===== src/verilog/fx_pkg.sv =====
package fx_pkg;

    localparam int Q_INT  = 16;                 // integer bits, sign included
    localparam int Q_FRAC = 16;
    localparam int FX_W   = Q_INT + Q_FRAC;

    typedef logic signed [FX_W-1:0]   fx_t;     // one Q16.16 value
    typedef logic signed [2*FX_W-1:0] fx_dbl_t; // full product / widened dividend

    localparam fx_t FX_MAX = {1'b0, {(FX_W-1){1'b1}}};
    localparam fx_t FX_MIN = {1'b1, {(FX_W-1){1'b0}}};

    typedef enum logic [1:0] {
        FX_ADD = 2'd0,
        FX_SUB = 2'd1,
        FX_MUL = 2'd2,
        FX_DIV = 2'd3
    } fx_op_e;

    typedef struct packed {
        fx_op_e op;
        fx_t    a;
        fx_t    b;
    } fx_req_t;

    typedef struct packed {
        logic overflow;                         // result was clamped
        logic div_zero;                         // divisor was zero
    } fx_flags_t;

    typedef struct packed {
        fx_t       result;
        fx_flags_t flags;
    } fx_rsp_t;

    typedef struct packed {
        logic addsub;
        logic mul;
        logic div;
    } fx_start_t;

    localparam int UNIT_LATENCY = 4;            // start to done, every unit
    localparam int DIV_PIPE     = 2;            // quotient stages in the divider
    localparam int FX_LATENCY   = UNIT_LATENCY + 2;

endpackage


===== src/verilog/fx_merge.sv =====
module fx_merge (
    input  logic              clk,
    input  logic              rst,
    input  logic              add_done,
    input  fx_pkg::fx_t       add_result,
    input  fx_pkg::fx_flags_t add_flags,
    input  logic              mul_done,
    input  fx_pkg::fx_t       mul_result,
    input  fx_pkg::fx_flags_t mul_flags,
    input  logic              div_done,
    input  fx_pkg::fx_t       div_result,
    input  fx_pkg::fx_flags_t div_flags,
    output logic              rsp_valid,
    output fx_pkg::fx_rsp_t   rsp
);
    import fx_pkg::*;

    logic    any_done;
    fx_rsp_t sel;

    // equal latencies mean at most one unit finishes per cycle
    always_comb begin
        any_done = add_done | mul_done | div_done;
        sel      = '{result: add_result, flags: add_flags};
        if (mul_done) begin
            sel = '{result: mul_result, flags: mul_flags};
        end else if (div_done) begin
            sel = '{result: div_result, flags: div_flags};
        end
    end

    always_ff @(posedge clk or negedge rst) begin
        if (!rst) begin
            rsp_valid <= 1'b0;
            rsp       <= '0;
        end else begin
            rsp_valid <= any_done;
            if (any_done) begin
                rsp <= sel;                 // holds between pulses
            end
        end
    end

    a_done_onehot: assert property (
        @(posedge clk) disable iff (!rst)
        $onehot0({add_done, mul_done, div_done})
    ) else $error("fx_merge: two units done in one cycle");

endmodule


===== config.mk =====
export PLATFORM = sky130hd
export DESIGN_NAME = fx_merge
export DESIGN_NICKNAME = d
export VERILOG_FILES = /design/src/verilog/fx_pkg.sv /design/src/verilog/fx_merge.sv
export SDC_FILE = /design/constraint.sdc
export NUM_CORES = 1
export LEC_CHECK = 0
export BUFFER_PORTS_ARGS = -buffer_cell sky130_fd_sc_hd__buf_2
export CAP_MARGIN = 0
export CORE_AREA = 4 4 79 81
export DETAILED_ROUTE_END_ITERATION = 12
export DIE_AREA = 0 0 83 85
export PLACE_DENSITY = 0.77
export SETUP_SLACK_MARGIN = 0.15
export SLEW_MARGIN = 20
export SYNTH_ARGS = -nofsm -noshare
export SYNTH_HDL_FRONTEND = slang
export SYNTH_SLANG_ARGS = --single-unit

===== constraint.sdc =====
create_clock -name clk -period 0.8 [get_ports clk]
set_clock_uncertainty 0.1 [all_clocks]
set_input_delay 0.16 -clock clk [delete_from_list [all_inputs] [get_ports clk]]
set_output_delay 0.16 -clock clk [all_outputs]
set_load 0.05 [all_outputs]

==> flow_summary.ini <==
[run_status]
status = finished, violations left
violations = hold timing, setup timing

[global_routing]
first_global_vias = 2398
grt_pass1_wl_um = 11270
met1_usage_pct = 21.04
grt_usage_pct = 19.42
grtUsageMet3_pct = 4.272
use_met2_pct = 38.12
antenna_found_initial = 0
grt_max_degree = 40
overflow = 0
grt-busiest-layer = met2

[cts]
clock_sinks = 35
cts_buffer_depth = 2
clkLatencyLatePin_ns = 0.28
htree_levels = 2
cts_root_buf = clkbuf_8
clk_pin_slew_worst_paths_ns = 0.07
cts_tree = built
cts_buffers = 5

[logic_synthesis]
synth-seq-cells = 35
synth_seq_area_share_pct = 43.89
synthesis.area_mm2 = 0.001996
yosysTopAreaCellShare_pct = 43.89
syn_avg_cell_area_um2 = 10.29
synth_top_cells_by_area = dfrtp_1 (44%), and3b_2 (16%), a22oi_1 (13%), a21oi_1 (8.5%), o21ai_0 (5.0%)
yosys_warnings = 0
synth.largest_area_cell = dfrtp_1
synth.net_count = 301
syn_inst = 194
synth.distinct_cells = 15

[placement]
place_ws_ns = -0.4459
numPortBuffers = 141
gp_congestion = 0.8530
hpwl_um = 4407
place_inst = 395

[route]
drt-wirelength-per-cell_um = 17.31
dr.pass1.iters = 4
ant_nets = 0
drt_iter0_markers = 68
drc = 0
vias = 2215
drt-total-wl_um = 7372
vias_per_cell = 5.200

[finish]
seq_area_um2 = 919.6
final_cells = 426
n_antenna_cell = 0
area_growth_pct = 83.64
num-fill-cells = 431
nNetsFinal = 460
multi_input_area_mm2 = 0.001105
layout-drive-gt1-share_pct = 79.10

[setup_path]
startpoint = rsp[28]
critPathTopFamily = flip-flops
cp-start-kind = register
cp-endpoint = rsp[28]
timing.rr.start = rsp[7]
worst-endpoint-required_ns = 0.54
crit_fanout = 2
critPathBufInv = 1
cp_slowest_stage_delay_ns = 0.43
r2r_slack_ns = -0.16
crit_arrival_ns = 0.86
rr_worst_depth = 3
regToRegEndpoint = rsp[7]
worst-path-stages = 1
critPathKind = register to output port
slowest_stage = dfrtp_2
cp-end-kind = output port
crit_chain = buf_6

[power]
powerDensity_mw_per_mm2 = 1552
p_leak_nw = 1.713
ir_worst_vdd_v = 0.0007897
finalPower_mw = 5.688

[die]
die_h_um = 85
ios = 142
row_count = 27
core_mm2 = 0.005473
die_w_um = 83
start_util_pct = 36.47
dieArea_mm2 = 0.007055

[min_path]
hold_path_class = input port to asynchronous set/reset pin

[job]
maxCapViolCount = 0

[timing]
relSlewSlack_pct = 86.38
tightest_slew_ns = 0.2043
rsz0062_at_grt = true
slew_viol_final = 0
setup_viol = 69
fin_ws_ns = -0.3212
min_period_over_period_pct = 140.1
hold_violations = 35
period_needed_ns = 1.121
fmax_ghz = 0.8919
holdWs_ns = -0.2715
-- registers in the layout, summed over array words and instances, names as in the netlist --
signal	flops
rsp	34
rsp_valid	1
-- layout by cell type, fill, tap and decap left out, types with 4 or more instances in the layout --
master	count
and3b_2	31
clkbuf_8	7
buf_12	10
buf_6	42
buf_16	4
a22oi_1	5
buf_4	12
o21ai_1	34
a21oi_1	31
dfrtp_2	35
a22oi_2	29
buf_2	103
-- worst min-delay path by stage --
stage                     start  slack (ns)         to
after floorplan             rst       -0.24     rsp[0]
after global placement      rst        0.03  rsp_valid
after detailed placement    rst        0.04  rsp_valid
after CTS                   rst       -0.27    rsp[33]
after global routing        rst       -0.26  rsp_valid
final                       rst       -0.27    rsp[23]
-- synth_stat cells --
cell and count:
buf_4 1, buf_6 5, a21oi_1 34, dfrtp_1 35, clkbuf_2 9, buf_2 2, and3b_1 3, o21ai_1 14
nor3_4 1, clkbuf_4 1, clkbuf_8 3, a22oi_1 34, inv_1 1, and3b_2 31, o21ai_0 20
-- repair_timing --
item | CTS | global route
hold endpoints to repair | 35 | 35
endpoints found under the setup margin | 70 | 70
resized for setup | 92 | 34
setup buffers | 4 | 13
cloned | 5 | 1
pin swaps | 25 | 15
-- report_power, final --
part | switching (mW) | internal [mW] | leakage, nW | total, mW
combinational | 1.16 | 1.01 | 1.28 | 2.17
clock | 0.611 | 0.786 | 0.0515 | 1.40
sequential | 0.150 | 1.97 | 0.383 | 2.12
-- routing by layer --
| metal | share of wire, % | vias to the layer above |
|---|---|---|
| met2 | 56 | 93 |
| li1 | - | 1059 |
| met1 | 37 | 1053 |
| met3 | 5.6 | 10 |
| met5 | 0 | - |
| met4 | 1.2 | 0 |
-- metrics by stage --
step	utilization [%]	setup TNS, ns	instance area, µm²
after floorplan	-	-7.106	2062
after global placement	51.58	-13.71	2823
after detailed placement	51.58	-14.99	2823
after CTS	61.82	-12.91	3383
after global routing	66.96	-16.09	3665
final	66.96	-13.49	3665
-- cell type report --
cell class	instances	share of cell area, %
clock buffers	8	2.731
inverters	1	0.1024
well taps	72	2.458
repair buffers	173	39.47
flip-flops and latches	35	25.09
multi-input cells	137	30.15
-- logic make-up (layout without fill, tap and decap cells) --
kind of cell	Yosys count	in the layout	synth area share, %
compound gates	102	102	29.84
buf+inv	22	182	8.589
flops	35	35	43.89
simple gates	35	35	17.68
Note: power is estimated with default switching activity, not from simulation.
