===== src/verilog/fx_pkg.sv =====
package fx_pkg;

    localparam int Q_INT  = 16;                 // integer bits, sign included
    localparam int Q_FRAC = 16;
    localparam int FX_W   = Q_INT + Q_FRAC;

    typedef logic signed [FX_W-1:0]   fx_t;     // one Q16.16 value
    typedef logic signed [2*FX_W-1:0] fx_dbl_t; // full product / widened dividend

    localparam fx_t FX_MAX = {1'b0, {(FX_W-1){1'b1}}};
    localparam fx_t FX_MIN = {1'b1, {(FX_W-1){1'b0}}};

    typedef enum logic [1:0] {
        FX_ADD = 2'd0,
        FX_SUB = 2'd1,
        FX_MUL = 2'd2,
        FX_DIV = 2'd3
    } fx_op_e;

    typedef struct packed {
        fx_op_e op;
        fx_t    a;
        fx_t    b;
    } fx_req_t;

    typedef struct packed {
        logic overflow;                         // result was clamped
        logic div_zero;                         // divisor was zero
    } fx_flags_t;

    typedef struct packed {
        fx_t       result;
        fx_flags_t flags;
    } fx_rsp_t;

    typedef struct packed {
        logic addsub;
        logic mul;
        logic div;
    } fx_start_t;

    localparam int UNIT_LATENCY = 4;            // start to done, every unit
    localparam int DIV_PIPE     = 2;            // quotient stages in the divider
    localparam int FX_LATENCY   = UNIT_LATENCY + 2;

endpackage


===== src/verilog/fx_mul.sv =====
module fx_mul (
    input  logic              clk,
    input  logic              rst,
    input  logic              start,
    input  fx_pkg::fx_t       a,
    input  fx_pkg::fx_t       b,
    output logic              done,
    output fx_pkg::fx_t       result,
    output fx_pkg::fx_flags_t flags
);
    import fx_pkg::*;

    fx_t                       a_q;
    fx_t                       b_q;
    fx_dbl_t                   prod;        // full 64-bit product
    fx_dbl_t                   shifted;
    fx_rsp_t                   sat;
    fx_rsp_t                   sat_q;
    fx_rsp_t                   out_q;
    logic [UNIT_LATENCY-1:0]   start_dl;

    always_comb begin
        shifted = prod >>> Q_FRAC;          // drop fraction bits, truncate
        sat.flags.div_zero = 1'b0;
        sat.flags.overflow = 1'b0;
        sat.result         = shifted[FX_W-1:0];
        if (shifted > FX_MAX) begin
            sat.result         = FX_MAX;
            sat.flags.overflow = 1'b1;
        end else if (shifted < FX_MIN) begin
            sat.result         = FX_MIN;
            sat.flags.overflow = 1'b1;
        end
    end

    // operand reg, product, saturate, output
    always_ff @(posedge clk or negedge rst) begin
        if (!rst) begin
            a_q   <= '0;
            b_q   <= '0;
            prod  <= '0;
            sat_q <= '0;
            out_q <= '0;
        end else begin
            a_q   <= a;
            b_q   <= b;
            prod  <= fx_dbl_t'(a_q) * fx_dbl_t'(b_q);
            sat_q <= sat;
            out_q <= sat_q;
        end
    end

    always_ff @(posedge clk or negedge rst) begin
        if (!rst) begin
            start_dl <= '0;
        end else begin
            start_dl <= {start_dl[UNIT_LATENCY-2:0], start};
        end
    end

    assign done   = start_dl[UNIT_LATENCY-1];
    assign result = out_q.result;
    assign flags  = out_q.flags;

    // a zero operand comes out as a clean zero, lined up with done
    a_no_div_zero: assert property (
        @(posedge clk) disable iff (!rst)
        start && (a == '0 || b == '0) |->
            ##UNIT_LATENCY (done && result == '0 && flags == '0)
    ) else $error("fx_mul: zero operand did not give a clean zero with done");

endmodule


===== config.mk =====
export PLATFORM = sky130hd
export DESIGN_NAME = fx_mul
export DESIGN_NICKNAME = d
export VERILOG_FILES = /design/src/verilog/fx_pkg.sv /design/src/verilog/fx_mul.sv
export SDC_FILE = /design/constraint.sdc
export NUM_CORES = 2
export LEC_CHECK = 0
export BUFFER_PORTS_ARGS = -buffer_cell sky130_fd_sc_hd__buf_2
export CAP_MARGIN = 20
export CORE_MARGIN = 1.5
export CORE_UTILIZATION = 25
export CTS_BUF_LIST = sky130_fd_sc_hd__clkbuf_16
export DETAILED_ROUTE_END_ITERATION = 10
export GPL_TIMING_DRIVEN = 0
export PLACE_DENSITY = 0.47
export REMOVE_ABC_BUFFERS = 1
export SYNTH_ARGS = -nofsm -noshare
export SYNTH_HDL_FRONTEND = slang
export SYNTH_SLANG_ARGS = --single-unit

===== constraint.sdc =====
create_clock -name clk -period 19.35 [get_ports clk]
set_clock_uncertainty 0.1 [all_clocks]
set_input_delay 1.935 -clock clk [delete_from_list [all_inputs] [get_ports clk]]
set_output_delay 1.935 -clock clk [all_outputs]
set_load 0.02 [all_outputs]

==> run_results.csv <==
group,metric,value,unit
synth,synth_area_leader_cell,"fa_1",
die,die_area,166000,um2
synth,syn_area,40900,um2
synth,synth_top_cell_area_share,0.530,
final_layout,layout-drive-gt1-share,0.0653,
final_layout,area_delta_synth_final,9.62,%
sta,drv_slew,0,
synth,ys_top_cells_by_count,"fa_1, inv_1, nand2_1, and2_1, clkbuf_1",
synth,synth-edff-count,0,
critical_path,critical_path_class,"register to register",
final_layout,nNetsFinal,5345,
sta,rsz0062_at_grt,"no",
critical_path,crit_required,19670,ps
sta,hold_viol,0,
synth,yosys_warnings,0,
critical_path,crit_fanout,10,
sta,fmax,111,MHz
route,first_pass_iters,5,
route,dr_total_vias,26700,
synth,async_reset_ff_frac,1.00,
critical_path,critPathArrivalTime,9340,ps
route,drt-total-wl,122000,um
clock_network,cts_resized,0,
clock_network,cts_sinks,182,
flow_run,drv_cap,0,
clock_network,root_buffer,"clkbuf_16",
die,io_pins,102,
placement,io_buffers,100,
hold_path,min_path_type,"register to register",
sta,slew_headroom,0.321,
clock_network,postCtsSetupBuffers,0,
route,drt_iter0_markers,1226,
route,viasPerCell,4.31,
hold_path,hold_start,"sat_q[11]",
critical_path,cp_slowest_cell,"dfrtp_1",
synth,synthMostInstantiatedCell,"fa_1",
sta,tightest_slew,1010,ps
sta,min_period_over_period,0.466,
clock_network,clk_latency,550,ps
synth,synthTopCellsByArea,"fa_1, dfrtp_1, inv_1",
critical_path,rr_startpoint,"b_q[31]",
clock_network,numCtsBuffers,17,
critical_path,cp-startpoint,"b_q[31]",
sta,tns,0,ps
placement,hpwl,93100,um
synth,ys_types,68,
clock_network,cts_buffer_depth,2,
route,routedWlPerCell,19.6,um
critical_path,crit_chain,"inv_1 -> nor2_1 -> fa_1 -> fa_1 -> fa_1 -> fa_1 -> fa_1 -> fa_1 -> fa_1 -> inv_1 -> fa_1 -> inv_1 -> ha_1 -> a21oi_1 -> o21ai_0 -> a21oi_1 -> o21ai_1 -> o31ai_1 -> o21ai_2 -> o211ai_1 -> a21oi_1 -> xor2_1",
critical_path,path_common_cell,"fa_1",
sta,setup_viol,0,
route,drc,0,
route,ant_nets,0,
clock_network,clkTransAtPathRegs,100,ps
clock_network,postCtsHoldBufs,0,
critical_path,cp_slowest_stage_delay,990,ps
global_route,grt.total_usage,0.154,
die,rows,148,
global_route,grt_pass1_vias,31100,
placement,gp_congestion,0.806,
synth,ys_ff_latch,182,
critical_path,crit_path_start_kind,"register",
global_route,grt_overflow_total,0,
global_route,grt_max_degree,107,
synth,synth-main-ff-cell,"dfrtp_1",
global_route,antenna_found_initial,8,
sta,min_period,9020,ps
die,initial_core_util,0.251,
die,die_y,407,um
synth,synth_cells,4070,
die,die_w,407,um
die,coreArea,163000,um2
synth,synth.avg_cell_area,10.0,um2
status,status,"complete, no violations",
global_route,grt_pass1_wl,193000,um
clock_network,htreeDepth,4,
critical_path,cp-end-kind,"register",
synth,synth_seq_area_share,0.111,
clock_network,cts_tree,"done",
[per-stage QoR]
stage	instances	util	instance area (um2)	setup slack [ps]	hold slack, ps
detailed placement	6173	0.272	44200	10320	235
global placement	6135	0.266	43300	9560	232
global route	6207	0.275	44800	9730	258
floorplan	3860	-	40000	11630	231
CTS	6205	0.275	44800	10260	250
finish	6209	0.275	44800	10330	247
[cell families after synthesis]
group | Yosys count | share of synthesized area
fa+ha+maj | 1261 | 0.585
buf+inv | 1190 | 0.110
simple gates | 1160 | 0.144
compound gates | 214 | 0.0365
flops | 182 | 0.111
xor+xnor | 62 | 0.0133
other cells | 1 | 0.0000918
[placed cells by master (no fill, tap or decap), types with 13 or more instances in the layout]
cell / synthesis / layout
a21oi_1: 55 / 55
clkbuf_16: 0 / 17
nand2_1: 513 / 513
buf_12: 0 / 25
fa_1: 1081 / 1080
o21ai_0: 27 / 27
a21o_1: 57 / 57
nand2b_1: 13 / 13
buf_2: 4 / 99
nor3_1: 14 / 14
nor2_1: 48 / 48
ha_1: 180 / 180
xnor2_1: 43 / 43
and2_1: 510 / 510
nand4_1: 16 / 16
dfrtp_1: 182 / 120
inv_1: 980 / 980
dfrtp_2: 0 / 62
xor2_1: 19 / 19
[flip-flops by register name (all words and copies together), names as in the netlist]
signal	cells
result	32
start_dl	4
a_q	32
flags	1
sat_q	33
b_q	32
prod	48
[per-layer routing]
layer / routed length, um / part of all wire / up-vias / GRT usage
met2: 62400 / 0.51 / 444 / 0.271
met5: 13 / 0.00011 / - / 0
met3: 4030 / 0.033 / 107 / 0.0192
met4: 2630 / 0.022 / 2 / 0.0375
li1: - / - / 11500 / -
met1: 52600 / 0.43 / 14700 / 0.201
[final timing paths]
kind,end,slack [ps],cells after the start
max in group asynchronous,b_q[12],16790,2
setup / recovery,prod[62],10330,22
hold / removal,result[9],250,0
min in group asynchronous,result[0],1260,1
setup reg to reg,prod[62],10330,22
hold reg to reg,result[9],250,0
[cell type report]
cell class	count	area, um2
Fill cell	17300	118000
Multi-Input combinational cell	2698	31800
Sequential cell	182	4630
Inverter	980	3680
Tap cell	2175	2720
Timing Repair Buffer	138	1290
Clock buffer	17	425
Clock inverter	15	189
Antenna cell	4	10.0
[worst max-delay path: cells and delay by family, from the launching register on]
family                   cells  cell delay [ps]
AO/OA/AOI/OAI                8             2260
XOR/XNOR                     1              160
adder cells (fa/ha/maj)      9             4250
flip-flops                   1              990
buffers and inverters        3              820
AND/OR/NAND/NOR              1              270
Power is not shown: default switching activity piles up to over one toggle a cycle in this logic, so the estimate is an artifact.
