===== src/verilog/fx_pkg.sv =====
package fx_pkg;

    localparam int Q_INT  = 16;                 // integer bits, sign included
    localparam int Q_FRAC = 16;
    localparam int FX_W   = Q_INT + Q_FRAC;

    typedef logic signed [FX_W-1:0]   fx_t;     // one Q16.16 value
    typedef logic signed [2*FX_W-1:0] fx_dbl_t; // full product / widened dividend

    localparam fx_t FX_MAX = {1'b0, {(FX_W-1){1'b1}}};
    localparam fx_t FX_MIN = {1'b1, {(FX_W-1){1'b0}}};

    typedef enum logic [1:0] {
        FX_ADD = 2'd0,
        FX_SUB = 2'd1,
        FX_MUL = 2'd2,
        FX_DIV = 2'd3
    } fx_op_e;

    typedef struct packed {
        fx_op_e op;
        fx_t    a;
        fx_t    b;
    } fx_req_t;

    typedef struct packed {
        logic overflow;                         // result was clamped
        logic div_zero;                         // divisor was zero
    } fx_flags_t;

    typedef struct packed {
        fx_t       result;
        fx_flags_t flags;
    } fx_rsp_t;

    typedef struct packed {
        logic addsub;
        logic mul;
        logic div;
    } fx_start_t;

    localparam int UNIT_LATENCY = 4;            // start to done, every unit
    localparam int DIV_PIPE     = 2;            // quotient stages in the divider
    localparam int FX_LATENCY   = UNIT_LATENCY + 2;

endpackage


===== src/verilog/fx_issue.sv =====
module fx_issue (
    input  logic              clk,
    input  logic              rst,
    input  logic              req_valid,
    input  fx_pkg::fx_req_t   req,
    output fx_pkg::fx_start_t start,
    output logic              op_sub,
    output fx_pkg::fx_t       a,
    output fx_pkg::fx_t       b
);
    import fx_pkg::*;

    fx_start_t start_nxt;

    // one start bit per request, add and sub share a unit
    always_comb begin
        start_nxt = '0;
        if (req_valid) begin
            unique case (req.op)
                FX_ADD,
                FX_SUB:  start_nxt.addsub = 1'b1;
                FX_MUL:  start_nxt.mul    = 1'b1;
                FX_DIV:  start_nxt.div    = 1'b1;
                default: start_nxt        = '0;
            endcase
        end
    end

    always_ff @(posedge clk or negedge rst) begin
        if (!rst) begin
            start <= '0;
        end else begin
            start <= start_nxt;
        end
    end

    // operands only move when a request comes in
    always_ff @(posedge clk or negedge rst) begin
        if (!rst) begin
            op_sub <= 1'b0;
            a      <= '0;
            b      <= '0;
        end else if (req_valid) begin
            op_sub <= (req.op == FX_SUB);
            a      <= req.a;
            b      <= req.b;
        end
    end

    // every request goes to exactly one unit
    a_start_onehot: assert property (
        @(posedge clk) disable iff (!rst)
        req_valid |=> $onehot(start)
    ) else $error("fx_issue: request without exactly one start pulse");

endmodule


===== config.mk =====
export PLATFORM = sky130hd
export DESIGN_NAME = fx_issue
export DESIGN_NICKNAME = d
export VERILOG_FILES = /design/src/verilog/fx_pkg.sv /design/src/verilog/fx_issue.sv
export SDC_FILE = /design/constraint.sdc
export NUM_CORES = 1
export LEC_CHECK = 0
export BUFFER_PORTS_ARGS = -buffer_cell sky130_fd_sc_hd__buf_2
export CORE_MARGIN = 1
export CORE_UTILIZATION = 47
export DETAILED_ROUTE_END_ITERATION = 8
export PLACE_DENSITY = 0.84
export SLEW_MARGIN = 10
export SYNTH_ARGS = -nofsm -noshare
export SYNTH_HDL_FRONTEND = slang
export SYNTH_SLANG_ARGS = --single-unit

===== constraint.sdc =====
create_clock -name clk -period 1.9 [get_ports clk]
set_clock_uncertainty 0.05 [all_clocks]
set_input_delay 0.38 -clock clk [delete_from_list [all_inputs] [get_ports clk]]
set_output_delay 0.38 -clock clk [all_outputs]
set_load 0.03 [all_outputs]

==> results of run 1 <==
-- flip-flops by register name, indices dropped and copies added, names as in the netlist --
name    flops
start       3
op_sub      1
a          32
b          32
-- cells in the mapped netlist, drive strengths merged --
library cell  instances  area (um2)
nor2b                 1       6.260
mux2                 64       739.5
nor2                  1       3.750
o21ai                 1       5.000
inv                   1       3.750
buf                   8       58.80
nand2                 1       3.750
dfrtp                68        1702
nand3b                1       7.510
and3                  1       6.260
-- final cells by class --
cell class / instances / area share
sequential: 68 / 0.4908
multi-input combinational: 70 / 0.2227
timing repair buffer: 138 / 0.2079
clock buffer: 15 / 0.05088
tap: 70 / 0.02526
clock inverter: 1 / 0.001444
inverter: 1 / 0.001083
-- worst paths after layout --
check / slack (ns) / end / from
setup reg to reg: 1.07 / a[2] / a[2]
setup / recovery: 0.57 / a[18] / a[18]
max in group asynchronous: 1.49 / b[27] / rst
min in group clk: 0.18 / start[1] / req[64]
hold reg to reg: 0.45 / a[10] / a[10]
hold / removal: 0.04 / b[16] / rst
-- through the flow --
| step | utilization | power [uW] | hold WS, ns | std cells | setup WS, ns |
|---|---|---|---|---|---|
| finish | 0.6745 | 3452 | 0.03638 | 363 | 0.5740 |
| global route | 0.6745 | 3615 | 0.05241 | 363 | 0.5221 |
| CTS | 0.6745 | 3501 | 0.03164 | 363 | 0.5489 |
| detailed placement | 0.6392 | 2427 | 0.3885 | 347 | 0.5082 |
| global placement | 0.6392 | 2406 | 0.3737 | 347 | 0.5290 |
| floorplan | - | 2150 | 0.03441 | 147 | 0.6977 |
-- power breakdown --
group / leakage (uW) / switching, uW / total (uW) / internal (uW)
combinational: 0.000851 / 455 / 736 / 281
sequential: 0.000801 / 67.7 / 1660 / 1590
clock: 0.0000937 / 479 / 1060 / 581
total: 0.00175 / 1000 / 3450 / 2450
-- metal layers --
layer  routed length [um]  vias to the layer above  track usage
met5                    0                        -            0
met4                   43                        0       0.1111
met3                  255                        4      0.04894
met2                 2811                       59       0.3363
met1                 1951                      846       0.2025
li1                     -                      798            -
-- logic make-up (layout without fill, tap and decap cells) --
| group | after synthesis | count (layout) | share of synthesized area |
|---|---|---|---|
| muxes | 64 | 64 | 0.2916 |
| and+or+nand+nor | 5 | 5 | 0.01085 |
| buffers and inverters | 9 | 155 | 0.02466 |
| AOI/OAI and AO/OA | 1 | 1 | 0.001971 |
| DFF | 68 | 68 | 0.6709 |
==> flow_summary.toml, run 1 <==
[clock_network]
clock_latency_ns = 0.32
cts_sinks = 68
clockBufferDepth = 2
clk_pin_slew_worst_paths_ns = 0.07
cts.repair.resized = 0
ctsHoldBuffers = 0
cts_tree = "yes"
cts-root-buf = "clkbuf_8"
htree_levels = 3
cts_setup_buffers = 0
numCtsBuffers = 9

[pwr]
vdd_drop_max_mv = 0.6070
leakage_uw = 0.001745
power.density_mw_per_mm2 = 995.7

[place]
io_buffers = 136
gp_congestion = 0.6618
dpl_cell_area_mm2 = 0.003286
post-dp-hpwl_um = 3595

[logic_synthesis]
synth.yosys.seq_area_share = 0.6709
syn_avg_cell_area_um2 = 17.25
yosysWarnings = 0
ys_seq_elements = 68
syn_nets = 216
synth_area_mm2 = 0.002536
yosysUniqueCellTypes = 12
synthCells = 147

[worst_setup_path]
slowest_delay_ns = 0.39
crit_chain = "buf_2"
critPathBufInv = 1
end_kind = "primary output"
cp_top_family = "flip-flops"
cp.depth = 1
path_max_fanout = 2
crit_type = "register to primary output"
slowest_stage = "dfrtp_1"
crit_required_ns = 1.47
worstPathArrival_ns = 0.90
start_kind = "register"
rr_worst_depth = 1

[cells_and_area]
antenna_cells = 0
mostFrequentLayoutCell = "buf_2"
regArea_mm2 = 0.001702
num-fill-cells = 402
final_nets = 357
synthToLayoutAreaGrowth_pct = 36.70
drive_gt1_frac = 0.7338
multi_input_area_um2 = 772.0
final_cell_mix = "buf_2, dfrtp_1, mux2_2"
final_area_mm2 = 0.003467

[global_route]
grt_pass1_wl_um = 7728
overflow = 0
grt_usage = 0.1889
grt_max_degree = 70
antenna_found_initial = 0
grt_pass1_vias = 1778

[sta]
finalHoldViolations = 0
slew_headroom = 0.7574
worstMarginPinSlew_ns = 0.3639
period_needed_ns = 1.326
slew_viol_final = 0
final.period_utilization = 0.6979
rsz0062_at_grt = "false"
setup_viol = 0
fmax_mhz = 754.1
tns_ns = 0

[detailed_routing]
drc = 0
initialDrtViolationCount = 47
postRouteAntennaNets = 0
wl_per_cell_um = 13.94
drt_first_pass_iters = 4
vias = 1707
drt_wl_total_um = 5062
viasPerCell = 4.702

[hold_path]
hp-class = "input port to asynchronous set/reset pin"

[die]
core_mm2 = 0.005140
io_pins = 137
std_cell_rows = 26
die-area_mm2 = 0.005694
fp.dieH_um = 75.46
dieWidth_um = 75.46
initial_utilization = 0.4934

[flow_run]
maxCapViolations = 0

[outcome]
status = "complete, no violations"
Note: power is estimated with default switching activity, not from simulation.
==> run 2: changes to the inputs <==
CORE_UTILIZATION = 44   (was 47)
PLACE_DENSITY = 0.79   (was 0.84)
clock period = 1.4 ns   (was 1.9 ns; I/O delays follow)
==> flow_summary.toml, run 2 (same netlist as run 1, synthesis figures left out) <==
[outcome]
status = "complete, no violations"

[place]
io_buffers = 136
dpl_cell_area_mm2 = 0.003308
gp_congestion = 0.6681
post-dp-hpwl_um = 3566

[clock_network]
cts_sinks = 68
clockBufferDepth = 2
clk_pin_slew_worst_paths_ns = 0.07
cts-root-buf = "clkbuf_8"
cts_tree = "yes"
htree_levels = 3
clock_latency_ns = 0.33
numCtsBuffers = 9

[worst_setup_path]
worstPathArrival_ns = 0.90
slowest_stage = "dfrtp_1"
path_max_fanout = 2
start_kind = "register"
end_kind = "primary output"
crit_chain = "buf_2"
crit_required_ns = 1.07
crit_type = "register to primary output"
cp_top_family = "flip-flops"
critPathBufInv = 1
slowest_delay_ns = 0.39

[cells_and_area]
num-fill-cells = 432
drive_gt1_frac = 0.7288
multi_input_area_um2 = 772.0
regArea_mm2 = 0.001702
final_cell_mix = "buf_2, dfrtp_1, mux2_2"
antenna_cells = 0
final_nets = 359
final_area_mm2 = 0.003515
top_regs = "a (32), b (32), start (3)"
synthToLayoutAreaGrowth_pct = 38.58
mostFrequentLayoutCell = "buf_2"

[global_route]
antenna_found_initial = 0
overflow = 0
grt_pass1_vias = 1752
grt_max_degree = 69
grt_usage = 0.1784
grt_pass1_wl_um = 8086

[detailed_routing]
wl_per_cell_um = 13.65
drt_wl_total_um = 5009
drt_first_pass_iters = 4
postRouteAntennaNets = 0
drc = 0
vias = 1737
viasPerCell = 4.733
initialDrtViolationCount = 68

[die]
core_mm2 = 0.005540
initial_utilization = 0.4578
io_pins = 137
fp.dieH_um = 77.92
dieWidth_um = 77.92
die-area_mm2 = 0.006072
std_cell_rows = 27

[sta]
finalHoldViolations = 0
setup_viol = 0
tns_ns = 0
slew_viol_final = 0
rsz0062_at_grt = "false"
final.period_utilization = 0.8813
slew_headroom = 0.7705
worstMarginPinSlew_ns = 0.3442
fmax_mhz = 810.5
period_needed_ns = 1.234

[pwr]
power_frac_comb = 0.209
power_switching_uw = 1369
seq_power_share = 0.464
pwr-share-clk = 0.327
vdd_drop_max_mv = 0.7200
leakage_uw = 0.001763
intPower_uw = 3469
switching_share = 0.2829
power.density_mw_per_mm2 = 1377

[hold_path]
hp-class = "input port to register"

[flow_run]
maxCapViolations = 0
-- run 2: cell types whose count changed in the layout (fill, tap and decap cells not counted) --
| cell | before | now |
|---|---|---|
| bufinv_16 | 0 | 1 |
| clkinv_2 | 1 | 0 |
| clkbuf_8 | 12 | 11 |
| dlygate4sd3_1 | 0 | 1 |
| clkbuf_1 | 3 | 4 |
| buf_12 | 2 | 3 |
-- run 2: final cells by class --
class	instances	share of cell area
Sequential cell	68	0.4842
Clock inverter	1	0.008544
Clock buffer	15	0.04735
Timing Repair Buffer	140	0.2136
Multi-Input combinational cell	70	0.2197
Tap cell	72	0.02563
Inverter	1	0.001068
-- run 2: timing repair --
item,CTS,global route
gates resized for setup,0,0
buffers inserted,0,0
hold buffers,1,0
hold endpoints to repair,68,0
-- run 2: through the flow --
| stage | hold slack (ns) | utilization | setup WS, ns | power (uW) | instances |
|---|---|---|---|---|---|
| detailed placement | 0.2948 | 0.5971 | 0.1765 | 3300 | 350 |
| finish | 0.07343 | 0.6344 | 0.1662 | 4838 | 367 |
| CTS | 0.05033 | 0.6344 | 0.1448 | 4911 | 367 |
| global route | 0.05423 | 0.6344 | 0.1256 | 5055 | 367 |
| global placement | 0.2740 | 0.5971 | 0.1994 | 3274 | 350 |
| floorplan | -0.06559 | - | 0.2977 | 2918 | 147 |
-- run 2: layer usage --
| metal | part of all wire | GRT usage | wire length [um] |
|---|---|---|---|
| met4 | 0.022 | 0.1074 | 112 |
| met5 | 0 | 0 | 0 |
| met3 | 0.099 | 0.06118 | 497 |
| met2 | 0.45 | 0.2788 | 2255 |
| met1 | 0.43 | 0.2132 | 2143 |
-- run 2: power by group through the flow --
stage                     clock network [uW]  logic, uW  registers [uW]
after detailed placement                   0       1020            2280
after CTS                               1640       1020            2250
after global routing                    1720       1070            2270
after floorplan                            0        246            2670
after global placement                     0       1000            2270
final                                   1580       1010            2250
-- run 2: worst paths after layout --
check | startpoint | end | slack, ns | depth (start not counted)
setup / recovery | a[9] | a[9] | 0.17 | 1
hold / removal | req[64] | start[1] | 0.07 | 2
setup reg to reg | a[25] | a[25] | 0.58 | 1
hold reg to reg | b[7] | b[7] | 0.45 | 1
max in group asynchronous | rst | a[20] | 0.55 | 3
min in group asynchronous | rst | b[4] | 0.47 | 3
