File: config.mk
export PLATFORM = sky130hd
export DESIGN_NAME = fx_addsub
export DESIGN_NICKNAME = d
export VERILOG_FILES = /design/src/verilog/fx_pkg.sv /design/src/verilog/fx_addsub.sv
export SDC_FILE = /design/constraint.sdc
export NUM_CORES = 1
export LEC_CHECK = 0
export ABC_CLOCK_PERIOD_IN_PS = 1100
export BUFFER_PORTS_ARGS = -buffer_cell sky130_fd_sc_hd__buf_4
export CAP_MARGIN = 5
export CORE_MARGIN = 1
export CORE_UTILIZATION = 61
export DETAILED_ROUTE_END_ITERATION = 10
export PLACE_DENSITY_LB_ADDON = 0.05
export SYNTH_ARGS = -nofsm -noshare
export SYNTH_HDL_FRONTEND = slang
export SYNTH_SLANG_ARGS = --single-unit
File: constraint.sdc
create_clock -name clk -period 1.1 [get_ports clk]
set_input_delay 0.11 -clock clk [delete_from_list [all_inputs] [get_ports clk]]
set_output_delay 0.11 -clock clk [all_outputs]
set_load 0.005 [all_outputs]
File: src/verilog/fx_pkg.sv
package fx_pkg;

    localparam int Q_INT  = 16;                 // integer bits, sign included
    localparam int Q_FRAC = 16;
    localparam int FX_W   = Q_INT + Q_FRAC;

    typedef logic signed [FX_W-1:0]   fx_t;     // one Q16.16 value
    typedef logic signed [2*FX_W-1:0] fx_dbl_t; // full product / widened dividend

    localparam fx_t FX_MAX = {1'b0, {(FX_W-1){1'b1}}};
    localparam fx_t FX_MIN = {1'b1, {(FX_W-1){1'b0}}};

    typedef enum logic [1:0] {
        FX_ADD = 2'd0,
        FX_SUB = 2'd1,
        FX_MUL = 2'd2,
        FX_DIV = 2'd3
    } fx_op_e;

    typedef struct packed {
        fx_op_e op;
        fx_t    a;
        fx_t    b;
    } fx_req_t;

    typedef struct packed {
        logic overflow;                         // result was clamped
        logic div_zero;                         // divisor was zero
    } fx_flags_t;

    typedef struct packed {
        fx_t       result;
        fx_flags_t flags;
    } fx_rsp_t;

    typedef struct packed {
        logic addsub;
        logic mul;
        logic div;
    } fx_start_t;

    localparam int UNIT_LATENCY = 4;            // start to done, every unit
    localparam int DIV_PIPE     = 2;            // quotient stages in the divider
    localparam int FX_LATENCY   = UNIT_LATENCY + 2;

endpackage

File: src/verilog/fx_addsub.sv
module fx_addsub (
    input  logic              clk,
    input  logic              rst,
    input  logic              start,
    input  logic              op_sub,
    input  fx_pkg::fx_t       a,
    input  fx_pkg::fx_t       b,
    output logic              done,
    output fx_pkg::fx_t       result,
    output fx_pkg::fx_flags_t flags
);
    import fx_pkg::*;

    logic signed [FX_W:0]          sum;       // one guard bit above the sign
    fx_rsp_t                       sat;
    fx_rsp_t [UNIT_LATENCY-1:0]    pipe;      // value and flags, oldest at top
    logic    [UNIT_LATENCY-1:0]    start_dl;

    always_comb begin
        // operands sign extend to the 33-bit context
        sum = op_sub ? (a - b) : (a + b);

        sat.flags.div_zero = 1'b0;
        sat.flags.overflow = sum[FX_W] ^ sum[FX_W-1];   // guard and sign disagree
        if (!sat.flags.overflow) begin
            sat.result = sum[FX_W-1:0];
        end else if (sum[FX_W]) begin
            sat.result = FX_MIN;                        // negative overflow
        end else begin
            sat.result = FX_MAX;
        end
    end

    always_ff @(posedge clk or negedge rst) begin
        if (!rst) begin
            pipe <= '0;
        end else begin
            pipe <= {pipe[UNIT_LATENCY-2:0], sat};
        end
    end

    // done follows start through the same number of stages
    always_ff @(posedge clk or negedge rst) begin
        if (!rst) begin
            start_dl <= '0;
        end else begin
            start_dl <= {start_dl[UNIT_LATENCY-2:0], start};
        end
    end

    assign done   = start_dl[UNIT_LATENCY-1];
    assign result = pipe[UNIT_LATENCY-1].result;
    assign flags  = pipe[UNIT_LATENCY-1].flags;

endmodule

==> results of run 1 <==
-- synth_stat cells (all sizes together) (9+ instances only) --
cell type and count:
nor2 49, ha 33, a21oi 67, xor2 13, clkbuf 13, a21o 11, nand2 24, inv 13
nor3 11, nand3 12, nor4 9, xnor2 47, buf 38, o21ai 20, dfrtp 136
-- logic make-up after synthesis --
family,Yosys count,share of synthesized area (%)
multiplexers,2,0.315
XOR/XNOR,60,8.39
buffers and inverters,64,5.95
flip-flops,136,53.6
AND/OR/NAND/NOR,132,10.3
adder cells (fa/ha/maj),39,7.60
other,1,0.0590
AO/OA/AOI/OAI,135,13.9
-- stage by stage --
stage | instance area (um^2) | std cells
detailed placement | 8300 | 918
global placement | 8300 | 918
floorplan | 6480 | 569
==> results.yml, run 1 <==
floorplanning:
  ios: 103
  die_x_um: 104
  rows: 36
  die_y_um: 104
  initial_core_util_pct: 63.8
synth:
  yosysTopAreaCell: "dfrtp_1"
  avgSynthCellArea_um2: 11.2
  synth.top_cell.area_share_pct: 53.6
  syn_area_um2: 6350
  ys_async_sr_fraction_pct: 100
  yosysWarnings: 0
  synth.net_count: 671
  synthTopCellsByArea: "dfrtp_1 (54%), ha_1 (6.5%), xnor2_1 (6.5%)"
  yosys_most_used_dff: "dfrtp_1"
  yosysUniqueCellTypes: 56
  ys_ff_latch: 136
  ys_seq_area_share_pct: 53.6
  synth_edf_count: 0
  netlist_instances: 569
cts:
  hold_buffers: 2
  cts_resized: 122
  post_cts_buffers: 32
  h-tree-depth: 4
  cts_root_buffer: "clkbuf_8"
  clockBufferDepth: 2
  clock-sinks: 136
  numCtsBuffers: 17
status:
  lastStage: "clock tree synthesis (4_1_cts)"
  first-error: "[ERROR DPL-0033] detailed placement checks failed during check placement."
  status: "did not finish"
placed_design:
  gp_congestion: 0.878
  dp_worst_setup_slack_ns: -3.35
  hpwl_mm: 12.3
  portBuffers: 101
==> inputs of run 2 (changes only) <==
--- a/config.mk
+++ b/config.mk
@@ -9,9 +9,9 @@
 export BUFFER_PORTS_ARGS = -buffer_cell sky130_fd_sc_hd__buf_4
 export CAP_MARGIN = 5
 export CORE_MARGIN = 1
-export CORE_UTILIZATION = 61
+export CORE_UTILIZATION = 40
 export DETAILED_ROUTE_END_ITERATION = 10
-export PLACE_DENSITY_LB_ADDON = 0.05
+export PLACE_DENSITY_LB_ADDON = 0.15
 export SYNTH_ARGS = -nofsm -noshare
 export SYNTH_HDL_FRONTEND = slang
 export SYNTH_SLANG_ARGS = --single-unit
==> results.yml, run 2 <==
status:
  status: "complete, but fails checks"
  violations: "setup timing"
floorplanning:
  die_x_um: 128
  initial_core_util_pct: 41.3
  die_area_um2: 16400
  ios: 103
  die_y_um: 128
  rows: 45
  core-area_um2: 15400
synth:
  synth.net_count: 671
  synthTopCellsByArea: "dfrtp_1 (54%), ha_1 (6.5%), xnor2_1 (6.5%)"
  yosysMostFrequentCell: "dfrtp_1"
  synth.top_cell.area_share_pct: 53.6
  yosys_most_used_dff: "dfrtp_1"
  ys_async_sr_fraction_pct: 100
  ys_seq_area_share_pct: 53.6
  yosysTopAreaCell: "dfrtp_1"
  ys_ff_latch: 136
  yosysUniqueCellTypes: 56
  synthTopCellsByCount: "dfrtp_1 (136), a21oi_1 (56), nor2_1 (48), xnor2_1 (47), buf_4 (36)"
  avgSynthCellArea_um2: 11.2
  yosysWarnings: 0
  netlist_instances: 569
  synth_edf_count: 0
  syn_area_um2: 6350
sta:
  fin_ws_ns: -2.40
  final_hold_viol_count: 0
  fin_worst_skew_ns: 0.00662
  setup_violations: 33
  whs_ns: 0.135
  fmax_mhz: 286
  rsz0062_at_grt: "true"
  slew_viol_final: 0
  min_period_over_period_pct: 318
  tightest_slew_ns: 0.642
  period_needed_ns: 3.50
  max_slew_margin_pct: 56.8
cts:
  clk_pin_slew_worst_paths_ns: 0.05
  numCtsBuffers: 17
  clock_latency_ns: 0.40
  cts_root_buffer: "clkbuf_16"
  cts_tree: "done"
  clock-sinks: 136
  h-tree-depth: 4
  clockBufferDepth: 2
finish:
  multi_input_area_um2: 2980
  ff_latch_area_um2: 3400
  area_delta_synth_final_pct: 50.5
  largest_reg_flops: 99
  n_fill_cell: 1265
  final_area_um2: 9560
  n_antenna_cell: 0
  layout_common_cells: "buf_4 (263), dfrtp_1 (136), nor2_1 (46), xnor2_1 (46), a21oi_1 (41)"
  nets: 927
  drive_above_1_share_pct: 47.2
  mostFrequentLayoutCell: "buf_4"
  largest-register: "pipe"
routing:
  wl_per_cell_um: 13.7
  routed_wl_mm: 14.3
  viasPerCell: 4.66
  dr.first_iter.drc_count: 146
  drc: 0
  first_pass_iters: 5
  vias: 4881
  postRouteAntennaNets: 0
power:
  power.total_w: 0.0194
  ir_drop_v: 0.00144
  power.density_nw_per_um2: 2030
  leakagePower_nw: 4.51
setup_path:
  crit_type: "in -> reg"
  cp_max_fo: 5
  critPathRequiredTime_ns: 1.38
  arrival_ns: 3.78
  start_kind: "input pin"
  critPathCaptureType: "flip-flop"
placed_design:
  hpwl_mm: 10.8
  gp_congestion: 0.860
  portBuffers: 101
  dp_worst_setup_slack_ns: -3.25
  placed_cell_area_um2: 8390
run:
  maxCapViolations: 0
grt:
  grt_pass1_wl_mm: 24.3
  grt_use_total_pct: 19.0
  antenna_found_initial: 0
  gr-total-overflow: 0
  grt_max_degree: 37
  grt_pass1_vias: 5111
min_path:
  holdCritPathClass: "in -> async"
## run 2: cell counts after synthesis
No cell type changed its count.
## run 2: layout make-up
class | count | area share, %
Multi-Input combinational cell | 373 | 31.2
Clock buffer | 19 | 4.63
Tap cell | 211 | 2.76
Clock inverter | 12 | 1.58
Sequential cell | 136 | 35.6
Inverter | 13 | 0.510
Timing Repair Buffer | 284 | 23.8
## run 2: critical path: stages
cell     delay, ns
buf_8         0.10
nor4_4        0.31
nor3b_4       0.33
buf_6         0.15
nand2_4       0.05
or2_4         0.27
buf_6         0.13
nor2_1        0.08
nor2_1        0.07
xnor2_2       0.17
ha_4          0.31
nand3_4       0.09
nor4_4        0.24
nand2_1       0.13
nor3_2        0.15
nor3_2        0.07
a21bo_2       0.25
xor2_4        0.21
buf_12        0.15
buf_12        0.12
maj3_2        0.30
## run 2: worst paths after layout
kind / start / endpoint / slack, ns / cells past startpoint
hold reg to reg: pipe[65] / pipe[99] / 0.34 / 0
hold / removal: rst / result[11] / 0.14 / 2
setup reg to reg: pipe[11] / pipe[45] / 0.59 / 0
min in group clk: a[1] / pipe[3] / 0.16 / 4
max in group asynchronous: rst / pipe[30] / 0.48 / 3
setup / recovery: b[7] / pipe[9] / -2.40 / 21
## run 2: routing by layer
| metal | GRT usage (%) | part of all wire, % | wire (um) |
|---|---|---|---|
| met4 | 8.24 | 2.0 | 292 |
| met2 | 31.3 | 48 | 6910 |
| met5 | 0 | 0 | 0 |
| met1 | 24.8 | 46 | 6540 |
| met3 | 3.09 | 4.2 | 598 |
## run 2: report_power, final
group	internal, W	switching (W)
logic	0.00322	0.00272
registers	0.00736	0.000622
clock network	0.00360	0.00191
## run 2: what timing repair did
item / in CTS / in global routing
gates cloned: 4 / 1
resized for setup: 56 / 15
pin swaps: 36 / 22
endpoints found under the hold margin: 137 / 0
hold buffers: 2 / 0
setup buffers: 18 / 2
endpoints found under the setup margin: 33 / 33
## run 2: stage by stage
step           cells  TNS (ns)  util (%)
3_3_place_gp     991    -99.76      54.6
3_5_place_dp     991   -102.93      54.6
2_1_floorplan    569    -85.74         -
6_report        1048    -77.73      62.2
4_1_cts         1046    -77.01      61.7
5_1_grt         1048    -84.65      62.2
## run 2: kinds of logic (layout without fill, tap and decap cells)
kind of cell / Yosys count / after routing / share of synthesized area (%)
flops: 136 / 136 / 53.6
simple gates: 132 / 136 / 10.3
mux: 2 / 2 / 0.315
fa+ha+maj: 39 / 39 / 7.60
compound gates: 135 / 135 / 13.9
buf+inv: 64 / 328 / 5.95
other cells: 1 / 1 / 0.0590
xor+xnor: 60 / 60 / 8.39
Note: power is estimated with default switching activity, not from simulation.
==> inputs of run 3 (changes only) <==
--- a/config.mk
+++ b/config.mk
@@ -5,11 +5,12 @@
 export SDC_FILE = /design/constraint.sdc
 export NUM_CORES = 1
 export LEC_CHECK = 0
+export ABC_AREA = 1
 export ABC_CLOCK_PERIOD_IN_PS = 1100
 export BUFFER_PORTS_ARGS = -buffer_cell sky130_fd_sc_hd__buf_4
 export CAP_MARGIN = 5
 export CORE_MARGIN = 1
-export CORE_UTILIZATION = 40
+export CORE_UTILIZATION = 45
 export DETAILED_ROUTE_END_ITERATION = 10
 export PLACE_DENSITY_LB_ADDON = 0.15
 export SYNTH_ARGS = -nofsm -noshare
==> results.yml, run 3 <==
status:
  status: "complete, but fails checks"
  violations: "setup timing"
routing:
  viasPerCell: 4.52
  wl_per_cell_um: 12.5
  vias: 5898
  routed_wl_mm: 16.4
  first_pass_iters: 5
  dr.first_iter.drc_count: 226
  postRouteAntennaNets: 0
  drc: 0
synth:
  synth.area.mux_share_pct: 0
  synth-compound-area-share_pct: 5.19
  avgSynthCellArea_um2: 8.49
  ys_async_sr_fraction_pct: 100
  synthXorXnorAreaFrac_pct: 6.39
  yosysUniqueCellTypes: 31
  synth.top_cell.area_share_pct: 48.7
  synth_top_family_by_area: "simple AND/OR/NAND/NOR gates"
  yosysMostFrequentCell: "nand2_1"
  yosys.area_share.simple_pct: 24.2
  synth-adder-area-share_pct: 6.19
  synthTopCellsByCount: "nand2_1 (238), dfrtp_1 (136), inv_1 (88), nor2_1 (86), a21oi_1 (35)"
  netlist_instances: 824
  ys_ff_latch: 136
  synth_edf_count: 0
  syn_area_um2: 6990
  yosysWarnings: 0
  yosysTopAreaCell: "dfrtp_1"
  synthTopCellsByArea: "dfrtp_1 (49%), nand2_1 (13%), ha_1 (5.9%)"
  ys_seq_area_share_pct: 48.7
  synth.net_count: 926
  yosys_most_used_dff: "dfrtp_1"
grt:
  grt_use_total_pct: 21.1
  antenna_found_initial: 0
  grt_pass1_wl_mm: 26.4
  grt_max_degree: 80
  grt_pass1_vias: 5762
  gr-total-overflow: 0
power:
  ir_drop_v: 0.00129
  power.density_nw_per_um2: 1790
  leakagePower_nw: 5.36
cts:
  cts_root_buffer: "clkbuf_16"
  h-tree-depth: 4
  clock_latency_ns: 0.40
  clk_pin_slew_worst_paths_ns: 0.06
  numCtsBuffers: 17
  clockBufferDepth: 2
  clock-sinks: 136
  cts_tree: "done"
sta:
  slew_viol_final: 0
  final_hold_viol_count: 0
  rsz0062_at_grt: "true"
  setup_violations: 33
  max_slew_margin_pct: 65.7
  fmax_mhz: 379
  min_period_over_period_pct: 240
  period_needed_ns: 2.64
  tightest_slew_ns: 0.509
  fin_ws_ns: -1.54
  fin_worst_skew_ns: 0.00452
  whs_ns: 0.0905
floorplanning:
  die_area_um2: 16000
  die_x_um: 127
  initial_core_util_pct: 46.0
  ios: 103
  die_y_um: 127
  rows: 45
  core-area_um2: 15200
setup_path:
  start_kind: "input pin"
  critPathRequiredTime_ns: 1.38
  critPathCaptureType: "flip-flop"
  reg2reg_slack_ns: 0.60
  ff2ff_path_depth: 0
  crit_type: "in -> reg"
  arrival_ns: 2.92
  cp_max_fo: 6
placed_design:
  gp_congestion: 0.871
  dp_worst_setup_slack_ns: -2.07
  hpwl_mm: 12.5
  portBuffers: 101
run:
  maxCapViolations: 0
finish:
  mostFrequentLayoutCell: "buf_4"
  n_antenna_cell: 0
  largest-register: "pipe"
  n_fill_cell: 1276
  ff_latch_area_um2: 3400
  drive_above_1_share_pct: 38.6
  layout_common_cells: "buf_4 (285), nand2_1 (216), dfrtp_1 (136)"
  largest_reg_flops: 99
  nets: 1207
  area_delta_synth_final_pct: 48.5
  multi_input_area_um2: 3440
min_path:
  holdCritPathClass: "in -> reg"
  whs_path_depth: 3
==> run 3: changes by cell type after synthesis, sizes merged, moves of 7 or more <==
cell / before / now
inv: 13 / 88
xnor2: 47 / 23
nor4: 9 / 2
a21o: 11 / 1
xor2: 13 / 28
a21oi: 67 / 37
nand3: 12 / 32
nor2: 49 / 88
clkbuf: 13 / 3
nand2: 24 / 252
==> run 3: cell type report <==
type                       count  area share [%]
clock buffer                  17            4.10
clock inverter                15            1.87
inverter                      88            3.46
multi-input combinational    562            33.1
sequential                   136            32.8
tap                          188            2.26
timing repair buffer         300            22.4
==> run 3: final timing paths <==
path,startpoint,endpoint
setup reg to reg,pipe[66],pipe[100]
hold / removal,b[0],pipe[2]
setup / recovery,b[4],pipe[32]
max in group asynchronous,rst,start_dl[3]
min in group asynchronous,rst,result[1]
hold reg to reg,pipe[83],result[13]
==> run 3: cell families (layout without fill, tap and decap cells) <==
logic type / count (synthesis) / after routing
flops: 136 / 136
compound gates: 66 / 66
other cells: 1 / 1
fa+ha+maj: 34 / 34
xor+xnor: 51 / 51
simple gates: 406 / 410
buf+inv: 130 / 420
==> run 3: metal layers <==
metal / track usage [%] / share of wire, %
met5: 0 / 0
met4: 7.91 / 1.9
met3: 3.04 / 3.0
met2: 35.9 / 48
met1: 27.5 / 47
==> run 3: what timing repair did <==
action                     CTS  global route
hold buffers                 2             0
cloned                       2             2
buffers inserted             9             2
hold endpoints to repair   137             0
pin swaps                   40            45
resized for setup           53            37
setup endpoints to repair   33            33
==> run 3: worst max-delay path, stage by stage <==
cell	delay [ns]
buf_6	0.10
buf_6	0.11
nor3_4	0.26
nand2_4	0.10
o21ai_4	0.21
o21ai_4	0.10
a21oi_2	0.13
xor2_1	0.21
ha_1	0.32
a21o_1	0.24
a21oi_2	0.14
nand2_2	0.08
a21oi_4	0.16
nand2_2	0.09
nand2_2	0.08
nand2_4	0.11
nor2_4	0.25
o21ai_1	0.10
==> run 3: stage by stage <==
stage / cells / setup TNS [ns] / utilization (%) / cell area [um^2] / power [W]
final: 1306 / -49.07 / 68.3 / 10400 / 0.0186
after floorplan: 824 / -46.64 / - / 7150 / 0.0103
after global routing: 1306 / -53.43 / 68.3 / 10400 / 0.0197
after detailed placement: 1257 / -66.16 / 60.8 / 9240 / 0.0124
after global placement: 1257 / -64.46 / 60.8 / 9240 / 0.0123
after CTS: 1302 / -45.61 / 67.1 / 10200 / 0.0186
==> run 3: report_power, final <==
group	total [W]	switching [W]	internal [W]	leakage, nW
clock network	0.00573	0.00211	0.00362	0.293
logic	0.00552	0.00275	0.00277	3.48
registers	0.00735	0.000484	0.00687	1.59
total	0.0186	0.00534	0.0133	5.36
